--- config.mk ---
export PLATFORM = sky130hd
export DESIGN_NAME = uart_port
export DESIGN_NICKNAME = d
export VERILOG_FILES = /design/src/logic/uart_pkg.sv /design/src/logic/uart_port.sv /design/src/logic/uart_tx.sv /design/src/logic/uart_rx.sv
export SDC_FILE = /design/constraint.sdc
export NUM_CORES = 1
export LEC_CHECK = 0
export ABC_AREA = 1
export BUFFER_PORTS_ARGS = -buffer_cell sky130_fd_sc_hd__buf_2
export CAP_MARGIN = 20
export CORE_ASPECT_RATIO = 1.1
export CORE_MARGIN = 2
export CORE_UTILIZATION = 41
export CTS_BUF_LIST = sky130_fd_sc_hd__clkbuf_8
export DETAILED_ROUTE_END_ITERATION = 8
export GPL_ROUTABILITY_DRIVEN = 0
export HOLD_SLACK_MARGIN = 0.1
export PLACE_DENSITY = 0.68
export SLEW_MARGIN = 0
export SYNTH_ARGS = -nofsm -noshare
export SYNTH_HDL_FRONTEND = slang
export SYNTH_HIERARCHICAL = 1
export SYNTH_SLANG_ARGS = --single-unit
--- constraint.sdc ---
create_clock -name clk_i -period 5.3 [get_ports clk_i]
set_clock_uncertainty 0.05 [all_clocks]
set_input_delay 1.06 -clock clk_i [delete_from_list [all_inputs] [get_ports clk_i]]
set_output_delay 1.06 -clock clk_i [all_outputs]
set_load 0.02 [all_outputs]
--- src/logic/uart_pkg.sv ---
`default_nettype none

package uart_pkg;

    typedef logic [7:0] uart_byte_t;

    // clocks per serial bit, kept small for simulation
    localparam int CLKS_PER_BIT = 8;

    typedef logic [3:0] baud_count_t; // counts up to CLKS_PER_BIT
    typedef logic [2:0] bit_count_t;  // data bit 0..7

    // receiver fsm
    typedef enum logic [1:0] {RX_IDLE, RX_START, RX_DATA, RX_STOP} rx_state_t;

    // transmitter fsm
    typedef enum logic [1:0] {TX_IDLE, TX_START, TX_DATA, TX_STOP} tx_state_t;

endpackage

`default_nettype wire

--- src/logic/uart_port.sv ---
`default_nettype none

module uart_port (
    input  wire                  clk_i,
    input  wire                  rst_i,
    input  wire                  rxd_i,
    output logic                 txd_o,
    input  wire                  rx_pop_i,
    input  wire                  tx_push_i,
    input  uart_pkg::uart_byte_t tx_byte_i,
    output logic                 tx_idle_o,
    output logic                 rx_avail_o,
    output uart_pkg::uart_byte_t rx_byte_o
);

    uart_pkg::uart_byte_t rx_data;   // straight from receiver
    logic                 rx_strobe;
    logic                 tx_busy;
    uart_pkg::uart_byte_t rx_buf_q;  // one byte receive buffer
    logic                 rx_avail_q;

    uart_rx u_rx (
        .clk_i   (clk_i),
        .rst_i   (rst_i),
        .rxd_i   (rxd_i),
        .byte_o  (rx_data),
        .strobe_o(rx_strobe)
    );

    // push goes straight in as start, busy rises on the same edge
    uart_tx u_tx (
        .clk_i  (clk_i),
        .rst_i  (rst_i),
        .start_i(tx_push_i),
        .byte_i (tx_byte_i),
        .txd_o  (txd_o),
        .busy_o (tx_busy)
    );

    // new byte overwrites, reception beats pop
    always_ff @(posedge clk_i) begin
        if (rst_i) begin
            rx_avail_q <= 1'b0;
        end else if (rx_strobe) begin
            rx_avail_q <= 1'b1;
        end else if (rx_pop_i) begin
            rx_avail_q <= 1'b0;
        end
    end

    always_ff @(posedge clk_i) begin
        if (rx_strobe) rx_buf_q <= rx_data;
    end

    assign rx_byte_o  = rx_buf_q;
    assign rx_avail_o = rx_avail_q;
    assign tx_idle_o  = ~tx_busy;

    // bridge only pops a full buffer
    a_pop_needs_avail: assert property (@(posedge clk_i) disable iff (rst_i)
        rx_pop_i |-> rx_avail_o);

endmodule

`default_nettype wire

--- src/logic/uart_tx.sv ---
`default_nettype none

module uart_tx (
    input  wire                  clk_i,
    input  wire                  rst_i,
    input  wire                  start_i,
    input  uart_pkg::uart_byte_t byte_i,
    output logic                 txd_o,
    output logic                 busy_o
);

    uart_pkg::tx_state_t   state_q;
    uart_pkg::baud_count_t baud_q;
    uart_pkg::bit_count_t  bit_q;
    uart_pkg::uart_byte_t  shift_q;
    logic                  bit_end;

    assign bit_end = (baud_q == uart_pkg::baud_count_t'(uart_pkg::CLKS_PER_BIT - 1));

    always_ff @(posedge clk_i) begin
        if (rst_i) begin
            state_q <= uart_pkg::TX_IDLE;
            baud_q  <= '0;
            bit_q   <= '0;
            txd_o   <= 1'b1; // line idles high
        end else begin
            baud_q <= bit_end ? '0 : baud_q + 1'b1;
            case (state_q)
                uart_pkg::TX_IDLE: begin
                    baud_q <= '0;
                    if (start_i) begin
                        txd_o   <= 1'b0; // start bit
                        state_q <= uart_pkg::TX_START;
                    end
                end
                uart_pkg::TX_START: begin
                    if (bit_end) begin
                        txd_o   <= shift_q[0];
                        bit_q   <= '0;
                        state_q <= uart_pkg::TX_DATA;
                    end
                end
                uart_pkg::TX_DATA: begin
                    if (bit_end) begin
                        bit_q <= bit_q + 1'b1;
                        if (bit_q == 3'd7) begin
                            txd_o   <= 1'b1; // stop bit
                            state_q <= uart_pkg::TX_STOP;
                        end else begin
                            txd_o <= shift_q[1]; // next bit, shift happens below
                        end
                    end
                end
                uart_pkg::TX_STOP: begin
                    if (bit_end) state_q <= uart_pkg::TX_IDLE;
                end
                default: state_q <= uart_pkg::TX_IDLE;
            endcase
        end
    end

    // frame payload, loaded on start and shifted at each data bit boundary
    always_ff @(posedge clk_i) begin
        if (state_q == uart_pkg::TX_IDLE && start_i) begin
            shift_q <= byte_i;
        end else if (state_q == uart_pkg::TX_DATA && bit_end) begin
            shift_q <= {1'b0, shift_q[7:1]};
        end
    end

    assign busy_o = (state_q != uart_pkg::TX_IDLE); // start + 8 data + stop

    a_no_start_when_busy: assert property (@(posedge clk_i) disable iff (rst_i)
        start_i |-> !busy_o);

endmodule

`default_nettype wire

--- src/logic/uart_rx.sv ---
`default_nettype none

module uart_rx (
    input  wire                 clk_i,
    input  wire                 rst_i,
    input  wire                 rxd_i,
    output uart_pkg::uart_byte_t byte_o,
    output logic                strobe_o
);

    logic                    rxd_s1_q;
    logic                    rxd_s2_q; // synchronized line
    uart_pkg::rx_state_t     state_q;
    uart_pkg::baud_count_t   baud_q;
    uart_pkg::bit_count_t    bit_q;
    uart_pkg::uart_byte_t    shift_q;

    // two flop synchronizer, line idles high
    always_ff @(posedge clk_i) begin
        if (rst_i) begin
            rxd_s1_q <= 1'b1;
            rxd_s2_q <= 1'b1;
        end else begin
            rxd_s1_q <= rxd_i;
            rxd_s2_q <= rxd_s1_q;
        end
    end

    always_ff @(posedge clk_i) begin
        if (rst_i) begin
            state_q  <= uart_pkg::RX_IDLE;
            baud_q   <= '0;
            bit_q    <= '0;
            strobe_o <= 1'b0;
        end else begin
            strobe_o <= 1'b0; // single cycle pulse
            case (state_q)
                uart_pkg::RX_IDLE: begin
                    baud_q <= '0;
                    if (!rxd_s2_q) state_q <= uart_pkg::RX_START; // falling edge seen
                end
                uart_pkg::RX_START: begin
                    // recheck at mid start bit, glitches go back to idle
                    if (baud_q == uart_pkg::baud_count_t'(uart_pkg::CLKS_PER_BIT / 2 - 1)) begin
                        baud_q  <= '0;
                        bit_q   <= '0;
                        state_q <= rxd_s2_q ? uart_pkg::RX_IDLE : uart_pkg::RX_DATA;
                    end else begin
                        baud_q <= baud_q + 1'b1;
                    end
                end
                uart_pkg::RX_DATA: begin
                    if (baud_q == uart_pkg::baud_count_t'(uart_pkg::CLKS_PER_BIT - 1)) begin
                        baud_q <= '0;
                        bit_q  <= bit_q + 1'b1;
                        if (bit_q == 3'd7) state_q <= uart_pkg::RX_STOP; // last data bit
                    end else begin
                        baud_q <= baud_q + 1'b1;
                    end
                end
                uart_pkg::RX_STOP: begin
                    if (baud_q == uart_pkg::baud_count_t'(uart_pkg::CLKS_PER_BIT - 1)) begin
                        strobe_o <= rxd_s2_q; // framing error, byte dropped
                        state_q  <= uart_pkg::RX_IDLE;
                    end else begin
                        baud_q <= baud_q + 1'b1;
                    end
                end
                default: state_q <= uart_pkg::RX_IDLE;
            endcase
        end
    end

    // lsb first, shift in from the top at mid bit
    always_ff @(posedge clk_i) begin
        if (state_q == uart_pkg::RX_DATA &&
            baud_q == uart_pkg::baud_count_t'(uart_pkg::CLKS_PER_BIT - 1)) begin
            shift_q <= {rxd_s2_q, shift_q[7:1]};
        end
    end

    assign byte_o = shift_q;

endmodule

`default_nettype wire

# Word-level counts from Yosys, hierarchy flattened
# Index checks and enable logic that the tools add are counted.
totals:
  out_inout_bits: 11
  register_bits: 47
  inputBits: 13
classes:
  reduce_logical: 18
  addsub: 4
  n_eq_ne: 22
  muxes: 32
  bitwise: 3
op_table:
  columns: ["cell", "n"]
  rows:
  - ["2-bit two-way mux", 11]
  - ["8-bit two-way mux", 2]
  - ["2-bit by 1-bit inequality test with 1-bit output (second input constant)", 8]
  - ["2-bit case mux with 4 select lines", 2]
  - ["4-bit case mux with 4 select lines", 1]
  - ["3-bit two-way mux", 4]
  - ["4-bit two-way mux", 3]
  - ["3-bit case mux with 2 select lines", 2]
  - ["5-bit AND reduction", 2]
  - ["2-bit nonzero test", 5]
  - ["4-bit by 1-bit adder with 4-bit output (second input constant)", 2]
  - ["2-bit == test (second input constant)", 4]
  - ["4-bit by 3-bit == test with 1-bit output (second input constant)", 2]
  - ["3-bit by 1-bit adder with 3-bit output (second input constant)", 2]
  - ["3-bit == test (second input constant)", 2]
  - ["1-bit two-way mux", 6]
  - ["2-bit inequality test (second input constant)", 3]
  - ["3-bit AND reduction", 2]
  - ["3-bit OR reduction", 2]
  - ["2-bit by 1-bit == test with 1-bit output (second input constant)", 2]
  - ["4-bit by 2-bit == test with 1-bit output (second input constant)", 1]
  - ["2-bit zero test", 2]
  - ["4-bit AND reduction", 1]
  - ["1-bit logical AND", 3]
  - ["3 further kinds", 5]

# Depth between registers and ports, before layout
# Gate-level depths: netlist of run 1.
logic_depth:
  word_depth: 4
  mapped_depth: 10

# Cells and area by module
# Netlist of run 1, hierarchy kept.
by_module_without_submodules:
  columns: ["module", "seq_area_each_um2", "n_inst", "cells_per_inst", "area_each_um2"]
  rows:
  - ["uart_tx", 440.4, 1, 107, 973.4]
  - ["uart_rx", 480.5, 1, 82, 835.8]
  - ["uart_port", 260.2, 1, 14, 284.0]

# Worst setup path before layout of run 1
# Ideal clock, no wire load.
synth_timing:
  path_type: "reg2out"
  start: "reg u_tx.state_q[0]"
  end: "out tx_idle_o"
  stages_incl_launch_ff: 5
  n_path_buf: 0
  path_slack_ps: 3339
  arrival_ps: 851
  cell_sequence: "dfxtp_1 > inv_1 > ha_1 > inv_1 > inv_1"
synth_between:
  elab_chain_len: 2
synth_rtl:
  columns: ["element", "line_no", "text"]
  rows:
  - ["start, declared", "uart_tx.sv:12", "uart_pkg::tx_state_t state_q;"]
  - ["start signal, assigned", "uart_tx.sv:22", "state_q <= uart_pkg::TX_IDLE;"]
  - ["start signal, assigned", "uart_tx.sv:33", "state_q <= uart_pkg::TX_START;"]
  - ["start signal, assigned", "uart_tx.sv:40", "state_q <= uart_pkg::TX_DATA;"]
  - ["2-bit nonzero test", "uart_tx.sv:71", "assign busy_o = (state_q != uart_pkg::TX_IDLE);"]
  - ["via tx_busy", "uart_port.sv:18", "logic tx_busy;"]
  - ["1-bit NOT", "uart_port.sv:57", "assign tx_idle_o = ~tx_busy;"]
  - ["end, declared", "uart_port.sv:11", "output logic tx_idle_o,"]
# The timed path passes the listed nets, and every way through them passes these cells.

# Worst setup path in the final report of run 1
# Ends and elaborated chain as after synthesis.

==> flow_summary.ini, run 1 <==
[run_status]
status = finished, final reports clean

[layout]
final_core_util_pct = 47.7
final_cell_mix = nand2_1, edfxtp_1, buf_2, dfxtp_1, nor2_1
syn_to_final_growth_pct = 13.3
final_common_cell = nand2_1
fillers = 454
multi_input_area_um2 = 807
fin_nets = 258
regArea_um2 = 1180
layout-drive-gt1-share_pct = 24.4
fin_cells = 292
n_antenna_cell = 0

[worst_hold_path]
holdCritPathClass = register to register
holdPathStages = 1
holdPathEnd = u_rx/rxd_s2_q
min_from = u_rx/rxd_s1_q

[yosys]
synth.yosys.seq_area_share_pct = 56.4
netlist.area_leader.share_pct = 34.4
syn_area_um2 = 2090
yosys_warnings = 6
synthCells = 203
synth_edf_count = 24
synth_area_leaders = edfxtp_1, dfxtp_1, ha_1
yosysTopAreaCell = edfxtp_1
yosysUniqueCellTypes = 27
synthFlopType = edfxtp_1
synth_seq_cells = 47
async_flop_share_pct = 0
avgSynthCellArea_um2 = 10.3
synth_nets = 228

[pwr]
p_leak_nw = 0.987
power.switching_mw = 0.292
internal-power_mw = 0.622
power_frac_comb_pct = 26.6
clkPwrFrac_pct = 23.7
switching_share_pct = 31.9
power.density_nw_per_um2 = 385
ir_drop_mv = 0.152
pwr-share-seq_pct = 49.7

[timing]
fmax_mhz = 407
setup_violations = 0
slew_viol_final = 0
finalHoldViolations = 0
setup_tns_ns = 0
rsz0062_at_grt = no
maxSlewHeadroom_pct = 57.8
whs_ns = 0.369
period_share_pct = 46.3
finalCriticalPeriod_ns = 2.46
worst_slew_pin_slew_ns = 0.626

[setup_path]
cp_max_fo = 4
path_class = register to output port
cp_cell_sequence = inv_1 > ha_1 > inv_1 > inv_1 > buf_2
startpoint_type = register
r2r_cells = 5
r2r_end = u_tx/shift_q[7]
critPathSlowestCell = dfxtp_1
crit_family = buffers and inverters
arrival_ns = 1.35
critical_path_required_ns = 4.19
path_common_cell = inv_1
r2r_setup_slack_ns = 3.29
r2r_start = u_tx/state_q[0]
end_kind = output port
critPathBufInv = 4
crit_path_max_incr_delay_ns = 0.39

[grt]
busiest_layer = met2
grt_pass1_wl_um = 5530
grt_pass1_vias = 1330
grt_max_degree = 17
grt_util_met1_pct = 14.3
antenna_found_initial = 0
gr-usage-all-layers_pct = 12.5
use_met2_pct = 21.3
grt-ovfl-total = 0
use_met3_pct = 3.43

[detailed_routing]
drt-pass1-iter-count = 4
routed_wl_um = 3140
drc = 0
drtIter0Drc = 56
viasPerCell = 4.79
wire_per_inst_um = 10.7
antenna_left = 0
num_vias = 1400

[clock_network]
htreeDepth = 2
cts-resized-gates = 0
clk_pin_slew_worst_paths_ns = 0.09
clock_path_buffers = 2
clock_latency_ns = 0.30
clockRootBuffer = clkbuf_8
cts_setup_buffers = 0
cts_buffers = 5
cts_num_sinks = 47
cts_hold_buf = 0
tritoncts = built

[run]
max_cap_violations = 0

[floorplan]
die_area_um2 = 5690
io_pins = 24
initial_core_util_pct = 42.2
design.core.area_um2 = 4970
die_h_um = 78.9
row_count = 27
die_w_um = 72.1

[placement]
placed_cells = 283
hpwlAfterDp_um = 2360
place.port_buffers = 23
[synth_stat cells (2+ instances only)]
library cell / count
nand3_2: 2
dfxtp_1: 23
o21ai_1: 6
or2_2: 2
inv_2: 5
mux2_1: 7
a21oi_2: 4
o21ai_0: 3
inv_1: 20
o21a_1: 3
nand3_1: 10
nand2_4: 3
ha_1: 12
nand4_1: 2
nor2_2: 2
nor2_1: 21
nand2_1: 34
nor2_4: 2
nand2_2: 4
a21oi_1: 8
edfxtp_1: 24
[final cells by class]
cell class | instances | area share (%)
clock buffer | 5 | 2.90
clock inverter | 3 | 1.00
inverter | 26 | 4.12
timing repair buffer | 24 | 5.07
multi-input combinational | 129 | 34.0
tap | 58 | 3.06
sequential | 47 | 49.8
[through the flow]
stage	setup WS (ns)	total power, mW	area [um2]
after floorplan	3.34	0.654	2090
after global placement	3.09	0.702	2270
after detailed placement	3.05	0.708	2270
after CTS	2.82	0.926	2370
after global routing	2.72	0.983	2370
final	2.84	0.914	2370
[layer usage]
metal  part of all wire [%]  wire length (um)
met5                      0                 0
met4                    2.4                74
met2                     47              1490
met3                    3.4               108
met1                     47              1470
[logic make-up after synthesis]
kind of cell / count (synthesis) / share of synthesized area, %
buffers and inverters: 27 / 5.02
xor gates and xnor gates: 1 / 0.418
AOI/OAI and AO/OA: 24 / 6.81
adders and majority gates: 12 / 7.17
muxes: 7 / 3.77
DFF: 47 / 56.4
and+or+nand+nor: 85 / 20.4
[worst max path at each step]
| stage | from | end | cells past startpoint |
|---|---|---|---|
| 2_1_floorplan | u_tx/state_q[0] | tx_idle_o | 4 |
| 3_3_place_gp | tx_push_i | u_tx/shift_q[5] | 3 |
| 3_5_place_dp | tx_push_i | u_tx/shift_q[5] | 3 |
| 4_1_cts | u_tx/state_q[0] | tx_idle_o | 5 |
| 5_1_grt | u_tx/state_q[0] | tx_idle_o | 5 |
| 6_report | u_tx/state_q[0] | tx_idle_o | 5 |
[power by group through the flow]
| stage | clock [mW] | combinational (mW) | sequential [mW] |
|---|---|---|---|
| after CTS | 0.227 | 0.244 | 0.456 |
| after global routing | 0.241 | 0.281 | 0.461 |
| after detailed placement | 0 | 0.244 | 0.464 |
| after floorplan | 0 | 0.193 | 0.461 |
| final | 0.217 | 0.243 | 0.454 |
| after global placement | 0 | 0.239 | 0.463 |
[sequential cells by signal, summed over array words and instances (netlist names), named ones only]
name           count
u_rx/rxd_s1_q      1
u_tx/baud_q        4
u_tx/shift_q       8
rx_byte_o          8
rx_avail_o         1
u_tx/state_q       2
u_tx/txd_o         1
u_rx/bit_q         3
u_rx/byte_o        8
u_rx/state_q       1
u_rx/baud_q        4
u_rx/rxd_s2_q      1
u_rx/strobe_o      1
u_tx/bit_q         3
Power figures use the tool's default switching activity.
==> run 2: changes to the inputs <==
Clock period 5.3 ns to 2.4 ns, I/O delays scaled along.
==> run 2 against run 1 <==
  * Critical path depth stayed put
  * Wire length is 6.2% higher
  * Hold slack worse by 0.061 ns
  * Global-route usage is 0.51 points higher
  * Non-clock buffer count stayed put
  * Largest cell class unchanged
  * Combinational power is 130% higher
  * Clock power grew to 2.7 times the previous value
  * Clock-buffer cell count stayed put
==> flow_summary.ini, run 2 (synthesis gave the netlist of run 1 again) <==
[clock_network]
clockRootBuffer = clkbuf_8
clock_latency_ns = 0.30
clk_pin_slew_worst_paths_ns = 0.09
cts_buffers = 5
clock_path_buffers = 2
cts_num_sinks = 47
cts_setup_buffers = 0
cts-resized-gates = 0
htreeDepth = 2
cts_hold_buf = 0
tritoncts = built

[run_status]
status = finished, final reports clean

[detailed_routing]
drtIter0Drc = 88
wire_per_inst_um = 11.4
num_vias = 1385
drt-pass1-iter-count = 4
antenna_left = 0
drc = 0
routed_wl_um = 3330
viasPerCell = 4.74

[pwr]
p_leak_nw = 1.00
totalPowerFinal_mw = 2.14
ir_drop_mv = 0.359
power.density_nw_per_um2 = 895

[timing]
maxSlewHeadroom_pct = 73.9
setup_violations = 0
layout_setup_ws_ns = 0.505
finalCriticalPeriod_ns = 1.89
slew_viol_final = 0
whs_ns = 0.308
worst_slew_pin_slew_ns = 0.390
period_share_pct = 79.0
setup_tns_ns = 0
finalHoldViolations = 0
rsz0062_at_grt = no
fmax_mhz = 528

[floorplan]
die_h_um = 78.9
die_w_um = 72.1
die_area_um2 = 5690
initial_core_util_pct = 42.2
design.core.area_um2 = 4970
row_count = 27
io_pins = 24

[setup_path]
cp_max_fo = 4
r2r_start = u_tx/state_q[0]
cp_cell_sequence = inv_1 > ha_1 > inv_1 > inv_1 > buf_2
end_kind = output port
r2r_setup_slack_ns = 0.80
startpoint_type = register
critPathSlowestCell = dfxtp_1
r2r_cells = 4
path_class = register to output port
critical_path_required_ns = 1.87
crit_path_max_incr_delay_ns = 0.40
crit_start = u_tx/state_q[0]
r2r_end = u_tx/shift_q[2]
arrival_ns = 1.36
path_common_cell = inv_1

[placement]
place.port_buffers = 23
placedInstanceArea_um2 = 2280
pre_cts_slack_ns = 0.809
hpwlAfterDp_um = 2410

[layout]
syn_to_final_growth_pct = 14.5
design_area_um2 = 2400
final_cell_mix = nand2_1, edfxtp_1, buf_2, dfxtp_1, nor2_1
final_common_cell = nand2_1
fin_nets = 258
fillers = 461
multi_input_area_um2 = 807
n_antenna_cell = 0
regArea_um2 = 1180
layout-drive-gt1-share_pct = 24.4

[grt]
gr-usage-all-layers_pct = 13.0
antenna_found_initial = 0
grt_pass1_vias = 1350
grt-ovfl-total = 0
grt_pass1_wl_um = 5750
grt_max_degree = 17

[worst_hold_path]
min_from = rxd_i
holdPathEnd = u_rx/rxd_s1_q
holdCritPathClass = primary input to register
holdPathStages = 2

[run]
max_cap_violations = 0
## run 2: cell types whose count changed in the layout (fill, tap and decap cells not counted), sizes merged
cell / before / now
buf: 23 / 24
bufinv: 0 / 1
clkbuf: 6 / 5
clkinvlp: 2 / 1
## run 2: worst max path at each step
stage,end,slack [ns],depth (start not counted)
detailed placement,u_rx/byte_o[3],0.81,5
global route,tx_idle_o,0.42,5
global placement,u_tx/shift_q[1],0.85,4
CTS,tx_idle_o,0.50,5
finish,tx_idle_o,0.51,5
floorplan,u_tx/shift_q[0],0.57,4
## run 2: metrics by stage
stage	cells	util [%]
after floorplan	203	-
final	292	48.2
after detailed placement	284	45.9
after global placement	284	45.9
after CTS	292	48.2
after global routing	292	48.2
## run 2: area by class of cell
| cell class | instances | area share (%) |
|---|---|---|
| Clock inverter | 3 | 1.93 |
| Clock buffer | 5 | 2.87 |
| Inverter | 26 | 4.07 |
| Timing Repair Buffer | 24 | 5.12 |
| Sequential cell | 47 | 49.3 |
| Tap cell | 58 | 3.03 |
| Multi-Input combinational cell | 129 | 33.7 |
## run 2: worst max-delay path, delay by kind of cell (launching register included)
family                   cells  cell delay, ns
flip-flops                   1            0.40
adder cells (fa/ha/maj)      1            0.25
buffers and inverters        4            0.42
## run 2: metal layers
layer | wire, um | global-route usage, %
met2 | 1620 | 22.7
met5 | 0 | 0
met1 | 1550 | 14.5
met4 | 48 | 6.23
met3 | 121 | 3.55
## run 2: report_power, final
part	total (mW)	internal, mW	switching [mW]
Sequential	1.00	0.953	0.0507
Clock	0.588	0.314	0.275
Combinational	0.552	0.215	0.337
Total	2.14	1.48	0.663
