[src/logic/uart_pkg.sv]
`default_nettype none

package uart_pkg;

    typedef logic [7:0] uart_byte_t;

    // clocks per serial bit, kept small for simulation
    localparam int CLKS_PER_BIT = 8;

    typedef logic [3:0] baud_count_t; // counts up to CLKS_PER_BIT
    typedef logic [2:0] bit_count_t;  // data bit 0..7

    // receiver fsm
    typedef enum logic [1:0] {RX_IDLE, RX_START, RX_DATA, RX_STOP} rx_state_t;

    // transmitter fsm
    typedef enum logic [1:0] {TX_IDLE, TX_START, TX_DATA, TX_STOP} tx_state_t;

endpackage

`default_nettype wire

[src/logic/soc_pkg.sv]
`default_nettype none

package soc_pkg;

    typedef logic [31:0] addr_t;    // byte address, load/store port
    typedef logic [31:0] word_t;    // data word
    typedef logic [3:0]  byte_en_t; // one enable per byte lane, active high

    // data RAM geometry
    localparam int RAM_INDEX_W = 8;
    localparam int RAM_DEPTH   = 256;

    // word index, taken from addr bits just above the byte offset
    typedef logic [RAM_INDEX_W-1:0] ram_index_t;

    // serial port registers
    localparam addr_t UART_DATA_ADDR = 32'hbfd003f8; // load pops rx, store sends low byte
    localparam addr_t UART_STAT_ADDR = 32'hbfd003fc; // read only

    // status register bits, everything else reads zero
    localparam int STAT_TX_IDLE_BIT  = 0;
    localparam int STAT_RX_AVAIL_BIT = 1;

endpackage

`default_nettype wire
[src/logic/mem_bridge.sv]
`default_nettype none

module mem_bridge (
    input  wire                  clk_i,
    input  wire                  rst_i,
    // load/store port
    input  wire                  lsu_req_i,
    input  wire                  lsu_we_i,
    input  soc_pkg::addr_t       lsu_addr_i,
    input  soc_pkg::byte_en_t    lsu_be_i,
    input  soc_pkg::word_t       lsu_wdata_i,
    output soc_pkg::word_t       lsu_rdata_o,
    output logic                 lsu_resp_o,
    // data RAM side
    output logic                 ram_we_o,
    output logic                 ram_re_o,
    output soc_pkg::ram_index_t  ram_index_o,
    output soc_pkg::byte_en_t    ram_be_o,
    output soc_pkg::word_t       ram_wdata_o,
    input  soc_pkg::word_t       ram_rdata_i,
    // serial port side
    output logic                 rx_pop_o,
    output logic                 tx_push_o,
    output uart_pkg::uart_byte_t tx_byte_o,
    input  wire                  tx_idle_i,
    input  wire                  rx_avail_i,
    input  uart_pkg::uart_byte_t rx_byte_i
);

    logic           is_data;     // serial data reg hit
    logic           is_stat;     // status reg hit
    logic           is_ram;
    logic           tx_hold;     // data store waiting on tx
    logic           accept;
    logic           resp_q;
    logic           ram_sel_q;   // read mux select, set at accept
    soc_pkg::word_t stat_word;
    soc_pkg::word_t uart_rdata_q;

    // address decode, anything off the serial regs goes to RAM
    assign is_data = (lsu_addr_i == soc_pkg::UART_DATA_ADDR);
    assign is_stat = (lsu_addr_i == soc_pkg::UART_STAT_ADDR);
    assign is_ram  = ~is_data & ~is_stat;

    // only back-pressure in the design
    assign tx_hold = lsu_we_i & is_data & ~tx_idle_i;
    assign accept  = lsu_req_i & ~resp_q & ~tx_hold; // no accept in a resp cycle

    // strobes fire in the accept cycle
    assign ram_we_o    = accept & lsu_we_i & is_ram;
    assign ram_re_o    = accept & ~lsu_we_i & is_ram;
    assign ram_index_o = lsu_addr_i[soc_pkg::RAM_INDEX_W+1:2]; // skip byte offset
    assign ram_be_o    = lsu_be_i;
    assign ram_wdata_o = lsu_wdata_i;
    assign rx_pop_o    = accept & ~lsu_we_i & is_data; // every data load pops
    assign tx_push_o   = accept & lsu_we_i & is_data; // status stores just respond
    assign tx_byte_o   = lsu_wdata_i[7:0];

    always_comb begin
        stat_word = '0;
        stat_word[soc_pkg::STAT_TX_IDLE_BIT]  = tx_idle_i;
        stat_word[soc_pkg::STAT_RX_AVAIL_BIT] = rx_avail_i;
    end

    always_ff @(posedge clk_i) begin
        if (rst_i) begin
            resp_q    <= 1'b0;
            ram_sel_q <= 1'b0;
        end else begin
            resp_q <= accept; // one cycle after acceptance
            if (accept) ram_sel_q <= is_ram;
        end
    end

    // capture serial read value before the pop lands
    always_ff @(posedge clk_i) begin
        if (accept) uart_rdata_q <= is_stat ? stat_word : soc_pkg::word_t'(rx_byte_i);
    end

    assign lsu_rdata_o = ram_sel_q ? ram_rdata_i : uart_rdata_q;
    assign lsu_resp_o  = resp_q;

    a_resp_single: assert property (@(posedge clk_i) disable iff (rst_i)
        lsu_resp_o |=> !lsu_resp_o);

    a_push_when_idle: assert property (@(posedge clk_i) disable iff (rst_i)
        tx_push_o |-> tx_idle_i);

endmodule

`default_nettype wire

[config.mk]
export PLATFORM = sky130hd
export DESIGN_NAME = mem_bridge
export DESIGN_NICKNAME = d
export VERILOG_FILES = /design/src/logic/uart_pkg.sv /design/src/logic/soc_pkg.sv /design/src/logic/mem_bridge.sv
export SDC_FILE = /design/constraint.sdc
export NUM_CORES = 1
export LEC_CHECK = 0
export BUFFER_PORTS_ARGS = -buffer_cell sky130_fd_sc_hd__buf_2
export CORE_AREA = 2 2 78 80
export CTS_CLUSTER_SIZE = 30
export DETAILED_ROUTE_END_ITERATION = 12
export DIE_AREA = 0 0 80 82
export PLACE_DENSITY = 0.65
export SETUP_SLACK_MARGIN = 0.15
export SYNTH_ARGS = -nofsm -noshare
export SYNTH_HDL_FRONTEND = slang
export SYNTH_SLANG_ARGS = --single-unit
[constraint.sdc]
create_clock -name clk_i -period 2.7 [get_ports clk_i]
set_clock_uncertainty 0.15 [all_clocks]
set_input_delay 0.405 -clock clk_i [delete_from_list [all_inputs] [get_ports clk_i]]
set_output_delay 0.405 -clock clk_i [all_outputs]
set_load 0.01 [all_outputs]
# Yosys cells after proc, flatten, opt, wreduce, memory -nomap -nowiden
# Cells that the tools add are included.
# totals
in_bits	114
ram_bits	0
ff_bits	34
latchBits	0
memories	0
output_inout_bits	89
word_cells	25
mem_bits_ro	0
# op_classes
bitwise_logic	17
eq_ne	2
order_cmp	0
mux	2
n_mul	0
n_reduce_logical	0
n_div	0
n_shift	0
n_addsub	0
# ops
operator	count
$eq 32x32->1 const B	2
$mux 32	1
$and 1x1->1	11
$not 1->1	6
$mux 2	1

# Longest topological paths before layout
# Gate-level depths: netlist (run 1).
# depth
word_depth	7
mapped_depth	4
mapped_depth_nobuf	4

# Least setup slack after synthesis (run 1)
# No wires, ideal clock.
# synth_timing
path_type	input -> output
startpoint	in lsu_addr_i[17]
endpoint	out tx_push_o
cell_stages	4
path_slack_ns	0.405
arrival_time_ns	1.740
cell_sequence	or4b_4 -> nor4_4 -> nand3_1 -> nor3_1
# synth_between
elab_chain_cells	7
# synth_lines
item	line	text
from (decl)	mem_bridge.sv:9	input soc_pkg::addr_t lsu_addr_i,
$eq 32x32->1 (*)	mem_bridge.sv:41	assign is_data = (lsu_addr_i == soc_pkg::UART_DATA_ADDR);
$and 1x1->1 (2 in a row)	mem_bridge.sv:46	assign tx_hold = lsu_we_i & is_data & ~tx_idle_i;
$not 1->1	mem_bridge.sv:47	assign accept = lsu_req_i & ~resp_q & ~tx_hold;
$and 1x1->1	mem_bridge.sv:47	
$and 1x1->1	mem_bridge.sv:56	assign tx_push_o = accept & lsu_we_i & is_data;
$and 1x1->1 (*)	mem_bridge.sv:56	
to (decl)	mem_bridge.sv:23	output logic tx_push_o,
# Mark *: on every way between the ends. The rest lies on a longest branch, timed or not.

# Worst setup path in the final report (run 1)
# layout_timing
startpoint	in lsu_addr_i[13]
endpoint	out tx_push_o
# Same word-level chain as after synthesis.

==> results of run 1 <==
==> layer usage <==
layer / vias to the layer above / global-route usage, %
li1: 536 / -
met1: 456 / 8.26
met2: 87 / 13.5
met3: 16 / 1.98
met4: 0 / 4.75
met5: - / 0
==> sequential cells by signal (all words and copies together), names as in the netlist <==
| signal | count |
|---|---|
| ram_sel_q | 1 |
| uart_rdata_q | 8 |
| lsu_resp_o | 1 |
==> kinds of logic after synthesis <==
group,after synthesis,synth area share (%)
multiplexers,10,9.82
buffers and inverters,57,33.4
AND/OR/NAND/NOR,50,31.3
AO/OA/AOI/OAI,5,2.56
flip-flops,10,22.9
==> layout make-up <==
class,count,area [um^2]
Clock buffer,3,41.3
Clock inverter,1,3.75
Fill cell,645,4160
Inverter,1,3.75
Multi-Input combinational cell,65,534
Sequential cell,10,280
Tap cell,75,93.8
Timing Repair Buffer,125,633
==> worst max-delay path, delay by kind of cell <==
kind	cells	cell delay, ps
AND/OR/NAND/NOR	4	1200
buffers and inverters	2	250
==> layout by cell type (no fill, tap or decap), drive strengths merged, types with 3 or more instances in the layout <==
cell type / count
nor2: 4
edfxtp: 8
mux2: 10
clkbuf: 3
nand3: 3
and2: 31
buf: 125
==> power groups by stage <==
stage	logic [mW]	registers [mW]	clock network [mW]
after global routing	0.183	0.186	0.168
after global placement	0.165	0.188	0
after CTS	0.169	0.185	0.157
after floorplan	0.152	0.182	0
after detailed placement	0.169	0.188	0
final	0.165	0.185	0.152
==> worst paths after layout <==
kind                            depth (start not counted)                  start  slack (ps)                             to
worst max-delay path                                    6         lsu_addr_i[13]         280                      tx_push_o
worst max register to register                          2  lsu_resp_o$_SDFF_PP0_        1070  uart_rdata_q[2]$_SDFFCE_PP0N_
worst min-delay path                                    2                  rst_i         200         ram_sel_q$_SDFFE_PP0N_
worst min register to register                          2  lsu_resp_o$_SDFF_PP0_         480          lsu_resp_o$_SDFF_PP0_
==> repair_timing <==
action / 4_1_cts / 5_1_grt
buffers inserted: 0 / 2
endpoints found under the setup margin: 0 / 1
hold buffers: 0 / 0
==> metrics by stage <==
step | worst slack (ps) | cells
floorplan | 405 | 132
finish | 284 | 280
detailed placement | 245 | 274
global placement | 259 | 274
global route | 183 | 280
CTS | 231 | 278
==> flow_metrics.py, run 1 <==
metrics = {
    "status": {
        "outcome": "complete, no violations",
    },
    "sta": {
        "slew_viol_final": 0,
        "setup_viol_count_final": 0,
        "relSlewSlack_pct": 50.8,
        "tightest_slew_ps": 738,
        "period_minus_slack_ps": 2420,
        "max_freq_mhz": 414,
        "tns_ps": 0,
        "holdWs_ps": 201,
        "hold_viol_final": 0,
        "fin_crit_sh_pct": 89.5,
        "rsz0062_at_grt": "no",
    },
    "synthesis": {
        "synth_area_mm2": 0.00122,
        "ys_seq_elements": 10,
        "synth_edf_count": 8,
        "syn_nets": 246,
        "synth_area_leaders": "buf_4 (32%), edfxtp_1 (20%), and2_1 (12%), mux2_2 (7.4%), and2_2 (4.3%)",
        "synth_warnings": 0,
        "ys_async_sr_fraction_pct": 0,
        "ys_top_cells_by_count": "buf_4 (52), and2_1 (24), edfxtp_1 (8), mux2_2 (8), and2_2 (7)",
        "synth_top_area_share_pct": 31.9,
        "synth_cells": 132,
        "synth_most_common_cell": "buf_4",
        "synth_cell_types": 24,
        "synth_area_leader_cell": "buf_4",
        "synth_flop_cell": "edfxtp_1",
        "ys_seq_area_share_pct": 22.9,
        "avgSynthCellArea_um2": 9.27,
    },
    "final_layout": {
        "syn_to_final_growth_pct": 30.0,
        "diodes": 0,
        "fin_area_mm2": 0.00159,
        "nets": 320,
        "utilization_pct": 27.7,
        "drive_above_1_share_pct": 74.6,
    },
    "global_routing": {
        "grt_use_total_pct": 7.69,
        "antenna_found_initial": 0,
        "grt_pass1_wl_mm": 3.97,
        "grt_pass1_vias": 917,
        "grt_max_degree": 18,
        "grt_overflow": 0,
    },
    "floorplan": {
        "dieArea_mm2": 0.00656,
        "core_area_mm2": 0.00575,
        "die_h_um": 82,
        "rows": 28,
        "start_util_pct": 21.3,
        "die_w_um": 80,
        "io_pins": 203,
    },
    "route": {
        "highest_layer": "met4",
        "drtAntennaViolNets": 0,
        "vias": 1095,
        "wl_per_cell_um": 10.6,
        "firstDrtPassIters": 3,
        "wirelength_mm": 2.98,
        "met1_length_mm": 1.03,
        "route.detailed.drc": 0,
        "wl_met3_um": 387,
        "vias_per_cell": 3.91,
        "drt_iter0_markers": 10,
        "wl_met2_mm": 1.47,
    },
    "pwr": {
        "p_sw_uw": 130,
        "finalPower_uw": 502,
        "p_int_uw": 372,
        "clockPowerShare_pct": 30.3,
        "p_leak_nw": 0.860,
        "power_density_mw_per_mm2": 316,
        "comb_power_share_pct": 32.9,
        "ir_worst_vdd_uv": 213,
        "seq_power_share_pct": 36.8,
        "swShare_pct": 25.9,
    },
    "setup_path": {
        "startpoint_type": "primary input",
        "arrival_ps": 1860,
        "cpPeakStageDelay_ps": 530,
        "crit_chain": "buf_2 > or4_4 > nor4_4 > nand3_1 > nor3_1 > buf_2",
        "cp_slowest_cell": "or4_4",
        "cp_max_fo": 4,
        "crit_type": "in2out",
        "required_ps": 2140,
        "crit_top_cell": "buf_2",
        "endpoint_kind": "output pin",
    },
    "placement": {
        "place.port_buffers": 122,
        "gp_congestion": 0.737,
        "placed_area_mm2": 0.00153,
        "place_hpwl_mm": 2.62,
    },
    "clock_network": {
        "htreeDepth": 1,
        "cts_root_buffer": "clkbuf_8",
        "clk_pin_slew_ps": 40,
        "cts_tree": "done",
        "cts_made_buffers": 3,
        "cts.repair.resized": 0,
        "cts.path.max_buffers": 2,
        "clkLatencyLatePin_ps": 230,
        "clock-sinks": 10,
    },
    "run": {
        "cap_violations": 0,
    },
    "min_path": {
        "hold_path_class": "in2reg",
    },
}
Note: power is estimated with default switching activity, not from simulation.
==> run 2: changes to the inputs <==
- PLACE_DENSITY: 0.65 -> 0.64
==> run 2 against run 1 <==
Effect of this change: clock power decreased by 3%; setup slack better by 24 ps; sequential share of layout area unchanged; utilization unchanged; register-to-register slack better by 20 ps; flip-flop and latch count unchanged; count of clock-buffer cells in the layout did not move; power down 1.1%; final cell count did not move; die area did not move; critical path type unchanged.
==> flow_metrics.py, run 2 (synthesized netlist as in run 1, its figures left out) <==
metrics = {
    "setup_path": {
        "ff2ff_setup_slack_ps": 1090,
        "startpoint_type": "primary input",
        "r2r_start": "lsu_resp_o$_SDFF_PP0_",
        "timing.critical_path.to": "tx_push_o",
        "arrival_ps": 1840,
        "cpPeakStageDelay_ps": 540,
        "endpoint_kind": "output pin",
        "crit_type": "in2out",
        "crit_chain": "buf_2 > or4b_4 > nor4_4 > nand3_1 > nor3_1 > buf_2",
        "cp_max_fo": 4,
        "ff2ff_path_depth": 2,
        "cp_slowest_cell": "or4b_4",
        "crit_top_cell": "buf_2",
        "required_ps": 2140,
        "crit_start": "lsu_addr_i[18]",
        "r2r-end": "uart_rdata_q[6]$_SDFFCE_PP0N_",
    },
    "final_layout": {
        "largest_reg_flops": 8,
        "layout_common_cells": "buf_2 (122), and2_1 (24), mux2_2 (8), edfxtp_1 (8), and2_2 (7)",
        "mostFrequentLayoutCell": "buf_2",
        "finalNonFillerCells": 280,
        "fill_cells": 641,
        "nets": 320,
        "top_register": "uart_rdata_q",
        "syn_to_final_growth_pct": 30.0,
        "drive_above_1_share_pct": 74.6,
        "diodes": 0,
    },
    "floorplan": {
        "dieArea_mm2": 0.00656,
        "die_h_um": 82,
        "die_w_um": 80,
        "start_util_pct": 21.3,
        "core_area_mm2": 0.00575,
        "rows": 28,
        "io_pins": 203,
    },
    "route": {
        "drtAntennaViolNets": 0,
        "wl_per_cell_um": 10.1,
        "firstDrtPassIters": 2,
        "vias_per_cell": 3.96,
        "wirelength_mm": 2.84,
        "route.detailed.drc": 0,
        "drt_iter0_markers": 9,
        "vias": 1109,
    },
    "clock_network": {
        "cts_root_buffer": "clkbuf_8",
        "clock-sinks": 10,
        "htreeDepth": 1,
        "clk_pin_slew_ps": 40,
        "clkLatencyLatePin_ps": 230,
        "cts.repair.resized": 0,
        "cts.path.max_buffers": 2,
        "cts_tree": "done",
        "cts_made_buffers": 3,
    },
    "placement": {
        "place.port_buffers": 122,
        "dp_cells": 274,
        "gp_congestion": 0.710,
        "place_hpwl_mm": 2.56,
    },
    "global_routing": {
        "grt_use_total_pct": 7.18,
        "grt_overflow": 0,
        "grt_pass1_vias": 936,
        "antenna_found_initial": 0,
        "grt_max_degree": 18,
        "grt_pass1_wl_mm": 3.75,
    },
    "sta": {
        "holdWs_ps": 202,
        "hold_viol_final": 0,
        "max_freq_mhz": 418,
        "period_minus_slack_ps": 2390,
        "setup_viol_count_final": 0,
        "tightest_slew_ps": 694,
        "slew_viol_final": 0,
        "tns_ps": 0,
        "relSlewSlack_pct": 53.7,
        "fin_crit_sh_pct": 88.6,
        "rsz0062_at_grt": "no",
    },
    "pwr": {
        "power_density_mw_per_mm2": 313,
        "comb_power_share_pct": 33.2,
        "ir_worst_vdd_uv": 176,
        "p_leak_nw": 0.860,
        "p_sw_uw": 125,
        "p_int_uw": 372,
        "clockPowerShare_pct": 29.6,
        "seq_power_share_pct": 37.2,
        "finalPower_uw": 497,
        "swShare_pct": 25.2,
    },
    "min_path": {
        "hold_path_class": "in2reg",
    },
    "status": {
        "outcome": "complete, no violations",
    },
    "run": {
        "cap_violations": 0,
    },
}
## run 2: cell counts in the layout (fill, tap and decap cells not counted)
Identical to the previous run, type by type.
## run 2: stage by stage
step,area (um^2),utilization (%),worst slack (ps)
floorplan,1220,-,405
global placement,1530,26.6,259
detailed placement,1530,26.6,241
CTS,1580,27.4,234
global route,1590,27.7,194
finish,1590,27.7,309
## run 2: what timing repair did
item / CTS / global route
setup buffers: 0 / 2
hold buffers: 0 / 0
endpoints found under the setup margin: 0 / 1
## run 2: power groups by stage
| stage | combinational (mW) | clock, mW | sequential (mW) |
|---|---|---|---|
| 2_1_floorplan | 0.152 | 0 | 0.182 |
| 3_3_place_gp | 0.164 | 0 | 0.188 |
| 3_5_place_dp | 0.168 | 0 | 0.188 |
| 4_1_cts | 0.168 | 0.152 | 0.186 |
| 5_1_grt | 0.182 | 0.160 | 0.187 |
| 6_report | 0.165 | 0.147 | 0.185 |
## run 2: per-layer routing
layer / part of all wire [%] / up-vias / global-route usage [%]
met2: 52 / 100 / 14.4
met5: 0 / - / 0
met1: 32 / 468 / 6.35
li1: - / 535 / -
met4: 1.3 / 0 / 2.88
met3: 14 / 6 / 2.75
## run 2: cell type report
| class | count | area, um^2 | area share, % |
|---|---|---|---|
| Timing Repair Buffer | 125 | 633 | 39.8 |
| Multi-Input combinational cell | 65 | 534 | 33.6 |
| Sequential cell | 10 | 280 | 17.6 |
| Tap cell | 75 | 93.8 | 5.90 |
| Clock buffer | 3 | 41.3 | 2.60 |
| Clock inverter | 1 | 3.75 | 0.236 |
| Inverter | 1 | 3.75 | 0.236 |
## run 2: worst min-delay path by stage
stage                     startpoint                     end  cells past startpoint  slack [ps]
after CTS                      rst_i  ram_sel_q$_SDFFE_PP0N_                      2         200
after detailed placement       rst_i  ram_sel_q$_SDFFE_PP0N_                      2         440
final                          rst_i  ram_sel_q$_SDFFE_PP0N_                      2         200
after global placement         rst_i  ram_sel_q$_SDFFE_PP0N_                      2         430
after floorplan                rst_i  ram_sel_q$_SDFFE_PP0N_                      1         320
after global routing           rst_i   lsu_resp_o$_SDFF_PP0_                      2         200
## run 2: worst max-delay path, delay by kind of cell
kind                   cells  cell delay, ps
and+or+nand+nor            4            1170
buffers and inverters      2             250
==> run 3: changes to the inputs <==
- CTS_BUF_LIST: unset -> sky130_fd_sc_hd__clkbuf_16
==> run 3 against run 2 <==
Effect of this change: sequential power about the same; critical endpoint unchanged; final area up 2.1%; via count unchanged; die area unchanged; first-iteration DRC count up 78%; maximum frequency unchanged; flip-flop and latch count unchanged; critical path depth unchanged; final cell count unchanged; setup slack unchanged.
==> flow_metrics.py, run 3 (synthesized netlist as in run 1, its figures left out) <==
metrics = {
    "sta": {
        "hold_viol_final": 0,
        "period_minus_slack_ps": 2390,
        "fin_crit_sh_pct": 88.6,
        "tightest_slew_ps": 702,
        "tns_ps": 0,
        "max_freq_mhz": 418,
        "setup_slack_ps": 309,
        "relSlewSlack_pct": 53.2,
        "setup_viol_count_final": 0,
        "rsz0062_at_grt": "no",
        "slew_viol_final": 0,
        "holdWs_ps": 199,
    },
    "global_routing": {
        "grt_overflow": 0,
        "grt_use_total_pct": 7.29,
        "grt_pass1_wl_mm": 3.78,
        "antenna_found_initial": 0,
        "grt_pass1_vias": 934,
        "grt_max_degree": 18,
    },
    "route": {
        "route.detailed.drc": 0,
        "vias_per_cell": 3.96,
        "drtAntennaViolNets": 0,
        "vias": 1109,
        "wl_per_cell_um": 10.2,
        "firstDrtPassIters": 2,
        "wirelength_mm": 2.86,
        "drt_iter0_markers": 16,
    },
    "placement": {
        "place.port_buffers": 122,
        "dp_slack_ps": 241,
        "place_hpwl_mm": 2.56,
        "gp_congestion": 0.710,
    },
    "final_layout": {
        "diodes": 0,
        "mostFrequentLayoutCell": "buf_2",
        "layout_common_cells": "buf_2 (122), and2_1 (24), mux2_2 (8), edfxtp_1 (8), and2_2 (7)",
        "top_register": "uart_rdata_q",
        "largest_reg_flops": 8,
        "fill_cells": 638,
        "nets": 320,
        "drive_above_1_share_pct": 74.6,
        "syn_to_final_growth_pct": 32.7,
    },
    "clock_network": {
        "cts_made_buffers": 3,
        "hold_buffers": 0,
        "clkLatencyLatePin_ps": 230,
        "cts.path.max_buffers": 2,
        "clock-sinks": 10,
        "cts.repair.resized": 0,
        "htreeDepth": 1,
        "cts_root_buffer": "clkbuf_16",
        "cts_tree": "done",
        "clk_pin_slew_ps": 40,
    },
    "setup_path": {
        "cp_max_fo": 4,
        "crit_type": "in2out",
        "endpoint_kind": "output pin",
        "required_ps": 2140,
        "ff2ff_setup_slack_ps": 1090,
        "arrival_ps": 1840,
        "startpoint_type": "primary input",
    },
    "floorplan": {
        "io_pins": 203,
        "start_util_pct": 21.3,
        "dieArea_mm2": 0.00656,
        "die_h_um": 82,
        "rows": 28,
        "core_area_mm2": 0.00575,
        "die_w_um": 80,
    },
    "pwr": {
        "ir_worst_vdd_uv": 212,
        "p_leak_nw": 0.875,
        "power_density_mw_per_mm2": 372,
    },
    "status": {
        "outcome": "complete, no violations",
    },
    "run": {
        "cap_violations": 0,
    },
    "min_path": {
        "hold_path_class": "in2reg",
    },
}
==> run 3: timing repair <==
action	4_1_cts	5_1_grt
hold endpoints to repair	0	0
setup endpoints to repair	0	1
buffers inserted	0	2
==> run 3: layer usage <==
| layer | wire (um) | part of all wire, % | GRT usage, % |
|---|---|---|---|
| met1 | 922 | 32 | 6.48 |
| met2 | 1500 | 52 | 14.4 |
| met3 | 401 | 14 | 2.75 |
| met4 | 36 | 1.3 | 3.39 |
| met5 | 0 | 0 | 0 |
==> run 3: area by class of cell <==
class	instances	area, um^2	share of cell area, %
clock inverters	1	3.75	0.231
inverters	1	3.75	0.231
well taps	75	93.8	5.78
repair buffers	125	633	39.0
clock buffers	3	75.1	4.62
flip-flops and latches	10	280	17.3
multi-input cells	65	534	32.9
==> run 3: critical path, cell delays in order <==
cell	delay (ps)
buf_2	100
or4b_4	540
nor4_4	350
nand3_1	140
nor3_1	140
buf_2	150
==> run 3: stage by stage <==
step                power, mW  utilization [%]  instance area (um^2)  std cells
floorplan               0.334                -                  1220        132
global placement        0.353             26.6                  1530        274
detailed placement      0.356             26.6                  1530        274
CTS                     0.613             28.0                  1610        278
global route            0.637             28.3                  1620        280
finish                  0.605             28.3                  1620        280
==> run 3: final timing paths <==
check                             start                       endpoint  cells after the start
setup / recovery         lsu_addr_i[18]                      tx_push_o                      6
hold / removal                    rst_i         ram_sel_q$_SDFFE_PP0N_                      2
setup reg to reg  lsu_resp_o$_SDFF_PP0_  uart_rdata_q[6]$_SDFFCE_PP0N_                      2
hold reg to reg   lsu_resp_o$_SDFF_PP0_          lsu_resp_o$_SDFF_PP0_                      2
==> run 3: where the power goes <==
group | internal, mW | switching (mW) | leakage [nW] | total [mW]
Clock | 0.193 | 0.0612 | 0.0385 | 0.254
Combinational | 0.0956 | 0.0693 | 0.743 | 0.165
Sequential | 0.178 | 0.00726 | 0.0936 | 0.185
